File: src/hdl/objdma_consts.svh
//####################################################################
// Sizes and register map of the object DMA block
// The CPU word address is `REG_BIT+1 bits wide, table index below it
//####################################################################
`ifndef OBJDMA_CONSTS_SVH
`define OBJDMA_CONSTS_SVH

// Sprite table geometry
`define OBJ_ENTRIES 32
`define OBJ_WORDS   4
`define TBL_WORDS   (`OBJ_ENTRIES * `OBJ_WORDS)
`define TBL_AW      7
`define DW          16

// CPU address split and entry flags
`define REG_BIT     7
`define EN_BIT      15

// Status register bits
`define STAT_BUSY   0
`define STAT_IRQ    1
`endif

File: src/hdl/objdma_pkg.sv
//####################################################################
// Shared types of the object DMA block
// Encodings are fixed, the register select maps to CPU address bits
//####################################################################
`default_nettype none

package objdma_pkg;

    // DMA engine states
    typedef enum logic [1:0] {
        IDLE = 2'd0,
        REQ  = 2'd1,
        COPY = 2'd2,
        DONE = 2'd3
    } dma_state_t;

    // Register select, low CPU address bits in register space
    typedef enum logic [1:0] {
        REG_STATUS  = 2'd0,
        REG_START   = 2'd1,
        REG_IRQ_ACK = 2'd2
    } reg_sel_t;

endpackage

`default_nettype wire

File: src/hdl/objdma_wr_if.sv
//####################################################################
// Shadow RAM write port, one word per cycle when we is high
// be is active high, bit 1 is the upper byte
//####################################################################
`default_nettype none
`include "objdma_consts.svh"

interface objdma_wr_if;

    logic              we;
    logic [`TBL_AW-1:0] addr;
    logic [`DW-1:0]    din;
    logic [1:0]        be;

    // Decoder side
    modport src (
        output we,
        output addr,
        output din,
        output be
    );

    // RAM side
    modport dst (
        input  we,
        input  addr,
        input  din,
        input  be
    );

endinterface

`default_nettype wire

File: src/hdl/objdma_cpu_dec.sv
//####################################################################
// CPU bus decoder, single cycle strobes and no wait states
// Read data shows up on dout one cycle after the read strobe
//####################################################################
`default_nettype none
`include "objdma_consts.svh"

module objdma_cpu_dec
    import objdma_pkg::*;
(
    input  logic              clk,
    input  logic              rst,
    // CPU bus
    input  logic              cs,
    input  logic              cpu_we,
    input  logic [7:0]        addr,
    input  logic [`DW-1:0]    din,
    input  logic [1:0]        dsn,
    output logic [`DW-1:0]    dout,
    // Engine status and control
    input  logic              busy,
    input  logic              irq_pend,
    output logic              start,
    output logic              irq_ack,
    // Shadow RAM
    input  logic [`DW-1:0]    ram_rd_data,
    output logic [`TBL_AW-1:0] ram_rd_addr,
    objdma_wr_if.src          wr
);

    logic              reg_acc;
    reg_sel_t          reg_sel;
    logic [`DW-1:0]    stat_w;
    logic [`DW-1:0]    stat_q;
    logic              rd_ram_q;
    logic              rd_stat_q;

    assign reg_acc = addr[`REG_BIT];
    assign reg_sel = reg_sel_t'(addr[1:0]);

    // RAM writes, dropped when no byte lane is strobed
    assign wr.we   = cs & cpu_we & ~reg_acc & (dsn != 2'b11);
    assign wr.addr = addr[`TBL_AW-1:0];
    assign wr.din  = din;
    assign wr.be   = ~dsn;

    assign ram_rd_addr = addr[`TBL_AW-1:0];

    // Register writes become one cycle strobes
    always_comb begin
        start   = 1'b0;
        irq_ack = 1'b0;
        if (cs && cpu_we && reg_acc) begin
            case (reg_sel)
                REG_START:   start   = 1'b1;
                REG_IRQ_ACK: irq_ack = 1'b1;
                default:     start   = 1'b0;
            endcase
        end
    end

    always_comb begin
        stat_w             = '0;
        stat_w[`STAT_BUSY] = busy;
        stat_w[`STAT_IRQ]  = irq_pend;
    end

    // Remember the read source for the next cycle
    always_ff @(posedge clk) begin
        if (rst) begin
            rd_ram_q  <= 1'b0;
            rd_stat_q <= 1'b0;
        end else begin
            rd_ram_q  <= cs & ~cpu_we & ~reg_acc;
            rd_stat_q <= cs & ~cpu_we & reg_acc & (reg_sel == REG_STATUS);
        end
    end

    // Status as it was during the strobe
    always_ff @(posedge clk) begin
        stat_q <= stat_w;
    end

    always_comb begin
        if (rd_ram_q) begin
            dout = ram_rd_data;
        end else if (rd_stat_q) begin
            dout = stat_q;
        end else begin
            dout = '0;
        end
    end

endmodule

`default_nettype wire

File: src/hdl/objdma_shadow_ram.sv
//####################################################################
// Shadow sprite RAM, one byte-enable write port and two read ports
// Reads are registered and return old data on a same-cycle write
//####################################################################
`default_nettype none
`include "objdma_consts.svh"

module objdma_shadow_ram (
    input  logic              clk,
    // Write port from the CPU decoder
    objdma_wr_if.dst          wr,
    // CPU read port
    input  logic [`TBL_AW-1:0] a_addr,
    output logic [`DW-1:0]    a_data,
    // DMA read port
    input  logic [`TBL_AW-1:0] b_addr,
    output logic [`DW-1:0]    b_data
);

    logic [`DW-1:0] mem [0:`TBL_WORDS-1];

    // Byte lanes are written separately
    always_ff @(posedge clk) begin
        if (wr.we) begin
            if (wr.be[0]) begin
                mem[wr.addr][7:0] <= wr.din[7:0];
            end
            if (wr.be[1]) begin
                mem[wr.addr][15:8] <= wr.din[15:8];
            end
        end
    end

    // CPU side
    always_ff @(posedge clk) begin
        a_data <= mem[a_addr];
    end

    // DMA side
    always_ff @(posedge clk) begin
        b_data <= mem[b_addr];
    end

endmodule

`default_nettype wire

File: src/hdl/objdma_engine.sv
//####################################################################
// Bus master DMA, copies the whole table once the bus is granted
// Disabled entries are sent as zeros, irq_n stays low until acked
//####################################################################
`default_nettype none
`include "objdma_consts.svh"

module objdma_engine
    import objdma_pkg::*;
(
    input  logic              clk,
    input  logic              rst,
    // Control from the decoder
    input  logic              start,
    input  logic              irq_ack,
    output logic              busy,
    output logic              irq_n,
    // Shadow RAM read port
    output logic [`TBL_AW-1:0] rd_addr,
    input  logic [`DW-1:0]    rd_data,
    // 68000 style bus arbitration
    input  logic              bg_n,
    output logic              br_n,
    output logic              bgack_n,
    // Object RAM write port
    output logic              oram_we,
    output logic [`TBL_AW-1:0] oram_addr,
    output logic [`DW-1:0]    oram_din
);

    localparam int WORD_W = $clog2(`OBJ_WORDS);

    dma_state_t         state;
    // Extra top bit marks the end of the table
    logic [`TBL_AW:0]   rd_cnt;
    logic               rd_issue;
    logic               wr_vld_q;
    logic [`TBL_AW-1:0] wr_addr_q;
    logic [WORD_W-1:0]  wr_word;
    logic               en_q;
    logic               entry_en;
    logic               last_wr;

    assign rd_addr  = rd_cnt[`TBL_AW-1:0];
    assign rd_issue = (state == COPY) && !rd_cnt[`TBL_AW];
    assign wr_word  = wr_addr_q[WORD_W-1:0];
    assign last_wr  = wr_vld_q && (wr_addr_q == {`TBL_AW{1'b1}});
    assign busy     = (state == REQ) || (state == COPY);

    always_ff @(posedge clk) begin
        if (rst) begin
            state    <= IDLE;
            br_n     <= 1'b1;
            bgack_n  <= 1'b1;
            irq_n    <= 1'b1;
            rd_cnt   <= '0;
            wr_vld_q <= 1'b0;
        end else begin
            wr_vld_q <= rd_issue;
            if (irq_ack) begin
                irq_n <= 1'b1;
            end
            case (state)
                IDLE, DONE: begin
                    if (start) begin
                        br_n   <= 1'b0;
                        rd_cnt <= '0;
                        state  <= REQ;
                    end else begin
                        state  <= IDLE;
                    end
                end
                REQ: begin
                    // Grant seen, take the bus and drop the request
                    if (!bg_n) begin
                        br_n    <= 1'b1;
                        bgack_n <= 1'b0;
                        state   <= COPY;
                    end
                end
                COPY: begin
                    if (rd_issue) begin
                        rd_cnt <= rd_cnt + 1'b1;
                    end
                    if (last_wr) begin
                        bgack_n <= 1'b1;
                        irq_n   <= 1'b0;
                        state   <= DONE;
                    end
                end
                default: state <= IDLE;
            endcase
        end
    end

    // Write stage follows the RAM read latency
    always_ff @(posedge clk) begin
        wr_addr_q <= rd_addr;
        if (wr_vld_q && wr_word == '0) begin
            en_q <= rd_data[`EN_BIT];
        end
    end

    // Word 0 carries its own enable, later words use the latched one
    assign entry_en = (wr_word == '0) ? rd_data[`EN_BIT] : en_q;

    assign oram_we   = wr_vld_q;
    assign oram_addr = wr_addr_q;
    assign oram_din  = entry_en ? rd_data : '0;

endmodule

`default_nettype wire

File: src/hdl/objdma_top.sv
//####################################################################
// Object DMA block, CPU bus in and object RAM write port out
// bg_n may answer br_n after any number of cycles
//####################################################################
`default_nettype none
`include "objdma_consts.svh"

module objdma_top (
    input  logic              clk,
    input  logic              rst,
    // CPU bus
    input  logic              cs,
    input  logic              cpu_we,
    input  logic [7:0]        addr,
    input  logic [`DW-1:0]    din,
    input  logic [1:0]        dsn,
    output logic [`DW-1:0]    dout,
    // Bus arbitration
    output logic              br_n,
    input  logic              bg_n,
    output logic              bgack_n,
    // Object RAM
    output logic              oram_we,
    output logic [`TBL_AW-1:0] oram_addr,
    output logic [`DW-1:0]    oram_din,
    output logic              irq_n
);

    logic              start;
    logic              irq_ack;
    logic              busy;
    logic [`TBL_AW-1:0] cpu_rd_addr;
    logic [`DW-1:0]    cpu_rd_data;
    logic [`TBL_AW-1:0] dma_rd_addr;
    logic [`DW-1:0]    dma_rd_data;

    objdma_wr_if wr_bus ();

    objdma_cpu_dec u_dec (
        .clk         ( clk         ),
        .rst         ( rst         ),
        .cs          ( cs          ),
        .cpu_we      ( cpu_we      ),
        .addr        ( addr        ),
        .din         ( din         ),
        .dsn         ( dsn         ),
        .dout        ( dout        ),
        .busy        ( busy        ),
        .irq_pend    ( ~irq_n      ),
        .start       ( start       ),
        .irq_ack     ( irq_ack     ),
        .ram_rd_data ( cpu_rd_data ),
        .ram_rd_addr ( cpu_rd_addr ),
        .wr          ( wr_bus.src  )
    );

    objdma_shadow_ram u_ram (
        .clk         ( clk         ),
        .wr          ( wr_bus.dst  ),
        .a_addr      ( cpu_rd_addr ),
        .a_data      ( cpu_rd_data ),
        .b_addr      ( dma_rd_addr ),
        .b_data      ( dma_rd_data )
    );

    objdma_engine u_engine (
        .clk         ( clk         ),
        .rst         ( rst         ),
        .start       ( start       ),
        .irq_ack     ( irq_ack     ),
        .busy        ( busy        ),
        .irq_n       ( irq_n       ),
        .rd_addr     ( dma_rd_addr ),
        .rd_data     ( dma_rd_data ),
        .bg_n        ( bg_n        ),
        .br_n        ( br_n        ),
        .bgack_n     ( bgack_n     ),
        .oram_we     ( oram_we     ),
        .oram_addr   ( oram_addr   ),
        .oram_din    ( oram_din    )
    );

endmodule

`default_nettype wire

File: config.mk
export PLATFORM = sky130hd
export DESIGN_NAME = objdma_top
export DESIGN_NICKNAME = d
export VERILOG_FILES = /design/src/hdl/objdma_pkg.sv /design/src/hdl/objdma_wr_if.sv /design/src/hdl/objdma_cpu_dec.sv /design/src/hdl/objdma_shadow_ram.sv /design/src/hdl/objdma_engine.sv /design/src/hdl/objdma_top.sv
export VERILOG_INCLUDE_DIRS = /design/src /design/src/hdl
export SDC_FILE = /design/constraint.sdc
export NUM_CORES = 2
export LEC_CHECK = 0
export BUFFER_PORTS_ARGS = -buffer_cell sky130_fd_sc_hd__clkbuf_2
export CAP_MARGIN = 25
export CORE_MARGIN = 5
export CORE_UTILIZATION = 25
export DETAILED_ROUTE_END_ITERATION = 12
export GPL_ROUTABILITY_DRIVEN = 0
export SYNTH_ARGS = -nofsm -noshare
export SYNTH_HDL_FRONTEND = slang
export SYNTH_SLANG_ARGS = --single-unit
File: constraint.sdc
create_clock -name clk -period 2.3 [get_ports clk]
set_input_delay 0.115 -clock clk [delete_from_list [all_inputs] [get_ports clk]]
set_output_delay 0.115 -clock clk [all_outputs]
set_load 0.03 [all_outputs]
==> flow_summary.yaml <==
placement:
  placed_cell_area_sq_um: 117000
  dp.cells: 12100
  dpl.hpwl_mm: 278
  io_buffers: 73
global_routing:
  first_global_vias: 67500
  antenna_found_initial: 22
  grtUsageTotal: 0.183
  grt_pass1_wl_mm: 538
  grt_overflow: 0
  grt_max_degree: 129
critical_path:
  slowest_stage: "mux4_2"
  reg2reg_to: "u_ram.b_data[13]"
  reg2reg_slack_ps: -450
  cp-start-kind: "register"
  path_cells: "buf_12 > buf_16 > buf_16 > buf_6 > mux4_2 > mux4_2 > o211ai_1 > buf_4 > a31oi_1"
  cp_top_family: "multiplexers"
  crit_buf_inv: 5
  end_kind: "register"
  critPathKind: "register to register"
  r2r-start: "u_engine.rd_cnt[0]"
  cp.required_ps: 3110
  reg2regPathDepth: 9
  critPathMaxStageDelay_ps: 540
  cp_data_arrival_time_ps: 3550
  crit_path_max_fanout: 6
pwr:
  powerDensity_nw_per_um2: 667
  total_power_mw: 84.3
  swShare: 0.228
  pwr-share-seq: 0.501
  power_frac_comb: 0.072
  internal_power_mw: 65.0
  clockPowerShare: 0.428
  leakagePower_nw: 41.3
  worst_ir_drop_vdd_mv: 0.597
  p_sw_mw: 19.3
drt:
  drc_errors: 0
  drt_iter0_markers: 10300
  via_count: 68300
  avgViaCountPerCell: 5.44
  ant_nets: 0
  first_pass_iters: 8
  routedWlPerCell_um: 31.1
  totalWireLength_mm: 391
clock_tree:
  cts_inserted_buffers: 216
  cts_root_buffer: "clkbuf_16"
  cts_sinks: 2106
  h-tree-depth: 4
  clock_latency_ps: 930
  clkTransAtPathRegs_ps: 70
  cts.path.max_buffers: 4
  cts_tree: "built"
synthesis:
  synthCells: 5865
  ys_seq_area_frac: 0.631
  yosysWarnings: 0
  synthXorXnorAreaFrac: 0.000353
  synth_compound_area_frac: 0.0623
  synth_adder_area_share: 0.000378
  netlist_area_sq_um: 99300
  async_flop_share: 0
  syn_nets: 5899
  synth_cell_types: 85
  synth-seq-cells: 2106
  syn_area_per_cell_sq_um: 16.9
  synth_flop_cell: "edfxtp_1"
  synthSimpleGateAreaFrac: 0.0403
  synth_top_family_by_area: "multiplexers"
  synth_edf_count: 2049
  synth.area.mux_share: 0.237
timing:
  drv_slew: 0
  fin_setup_tns_ps: -6180
  grt_setup_unrepaired: "true"
  finalSetupViolations: 26
  finalWorstSetupSlack_ps: -446
  period_minus_slack_ps: 2750
  max_slew_margin: 0.386
  worst_pin_slew_ps: 921
  hold_viol: 0
  fin_skew_ps: 58.8
  clock.fmax_ghz: 0.364
  period_share: 1.19
floorplanning:
  dieArea_sq_um: 410000
  num_rows: 231
  core-area_sq_um: 396000
  initial_core_util: 0.251
  die_h_um: 640
  dieWidth_um: 640
  boundaryPins: 74
cells_and_area:
  final_cells: 12600
  finalInstanceArea_sq_um: 126000
  postLayoutCoreUtil: 0.319
  most-common-layout-cells: "edfxtp_1 (2,049), buf_4 (1,179), mux4_2 (697), mux2i_1 (658), nor2_1 (310)"
  layout-drive-gt1-share: 0.377
  fill_cells: 38000
  regArea_sq_um: 62700
  multi_input_area_sq_um: 34900
  area_growth_pct: 27.2
  final_common_cell: "edfxtp_1"
  nNetsFinal: 7182
min_path:
  hold_path_depth: 3
  worst_hold_path_type: "primary input to register"
  hp-start: "rst"
  holdPathEnd: "u_engine.state[0]"
run:
  maxCapViolations: 0
outcome:
  violations: "negative setup slack"
  status: "finished, violations left"
Yosys cell counts (19+ instances only):
master / instances / area, sq um
edfxtp_1: 2049 / 61500
mux4_2: 697 / 15700
mux2i_1: 678 / 6790
nor2_1: 363 / 1360
nand2_1: 212 / 796
a21oi_1: 192 / 961
clkbuf_1: 184 / 691
a22oi_1: 142 / 1070
o21ai_0: 119 / 596
buf_2: 111 / 556
o22ai_1: 107 / 669
nand3_1: 97 / 485
buf_6: 81 / 912
o221ai_1: 73 / 639
buf_4: 67 / 503
dfxtp_1: 57 / 1140
mux2_1: 56 / 631
a31oi_1: 54 / 338
nor2b_1: 45 / 282
mux2_2: 36 / 405
buf_1: 31 / 116
o2bb2ai_1: 31 / 272
nor3_1: 30 / 150
o21ai_1: 30 / 150
nand4_1: 28 / 175
and2_1: 21 / 131
a21boi_1: 19 / 143
flip-flops by register name, indices dropped and copies added (netlist names):
register,count
u_engine.oram_we,1
u_dec.rd_stat_q,1
u_engine.bgack_n,1
u_dec.stat_q,2
u_engine.rd_cnt,8
u_engine.state,2
u_engine.br_n,1
u_engine.oram_addr,7
u_engine.irq_n,1
u_ram.b_data,16
u_ram.a_data,16
u_ram.mem,2048
u_engine.en_q,1
u_dec.rd_ram_q,1
per-stage QoR:
| stage | setup WS [ps] | hold slack (ps) |
|---|---|---|
| finish | -446 | 86.8 |
| detailed placement | -971 | 385 |
| CTS | -368 | 45.9 |
| global route | -430 | 90.1 |
| floorplan | -94.1 | 192 |
| global placement | -1030 | 370 |
per-layer routing:
layer / GRT usage / wire (um) / up-vias
li1: - / - / 26900
met3: 0.0594 / 50900 / 947
met5: 0 / 79 / -
met4: 0.0872 / 22000 / 14
met2: 0.276 / 172000 / 5041
met1: 0.238 / 146000 / 35400
worst register-to-register path, stage by stage, from the launching register on:
cell,delay (ps)
dfxtp_4,360
buf_12,160
buf_16,200
buf_16,180
buf_6,130
mux4_2,470
mux4_2,540
o211ai_1,350
buf_4,190
a31oi_1,60
worst max path at each step:
stage | from | cells after the start | slack (ps) | endpoint
global placement | addr[0] | 11 | -1030 | u_ram.a_data[13]
finish | u_engine.rd_cnt[0] | 9 | -450 | u_ram.b_data[13]
CTS | u_engine.rd_cnt[0] | 9 | -370 | u_ram.b_data[13]
global route | u_engine.rd_cnt[0] | 9 | -430 | u_ram.b_data[13]
floorplan | addr[3] | 9 | -90 | u_ram.mem[112][0]
detailed placement | addr[0] | 9 | -970 | u_ram.a_data[13]
logic make-up after synthesis:
family | Yosys count
compound gates | 924
xor+xnor | 4
simple gates | 873
fa+ha+maj | 3
mux | 1467
buf+inv | 488
flops | 2106
repair_timing:
action | in CTS | in global routing
endpoints found under the hold margin | 1583 | 0
cloned | 9 | 1
gates resized for setup | 234 | 67
buffers inserted | 38 | 16
pin swaps | 34 | 23
setup endpoints to repair | 38 | 70
hold buffers | 28 | 0
power by group through the flow:
stage | combinational (mW) | clock (mW) | sequential, mW
2_1_floorplan | 2.43 | 0 | 43.0
3_3_place_gp | 5.63 | 0 | 43.0
3_5_place_dp | 5.70 | 0 | 43.0
4_1_cts | 5.87 | 36.3 | 42.2
5_1_grt | 6.16 | 38.0 | 42.2
6_report | 6.04 | 36.1 | 42.2
final cells by class:
class	instances	share of cell area
Clock inverter	129	0.0110
Clock buffer	259	0.0447
Inverter	13	0.000426
Antenna cell	6	0.000119
Tap cell	5242	0.0519
Timing Repair Buffer	1540	0.119
Sequential cell	2106	0.496
Multi-Input combinational cell	3271	0.276
(Power assumes the default switching activity.)
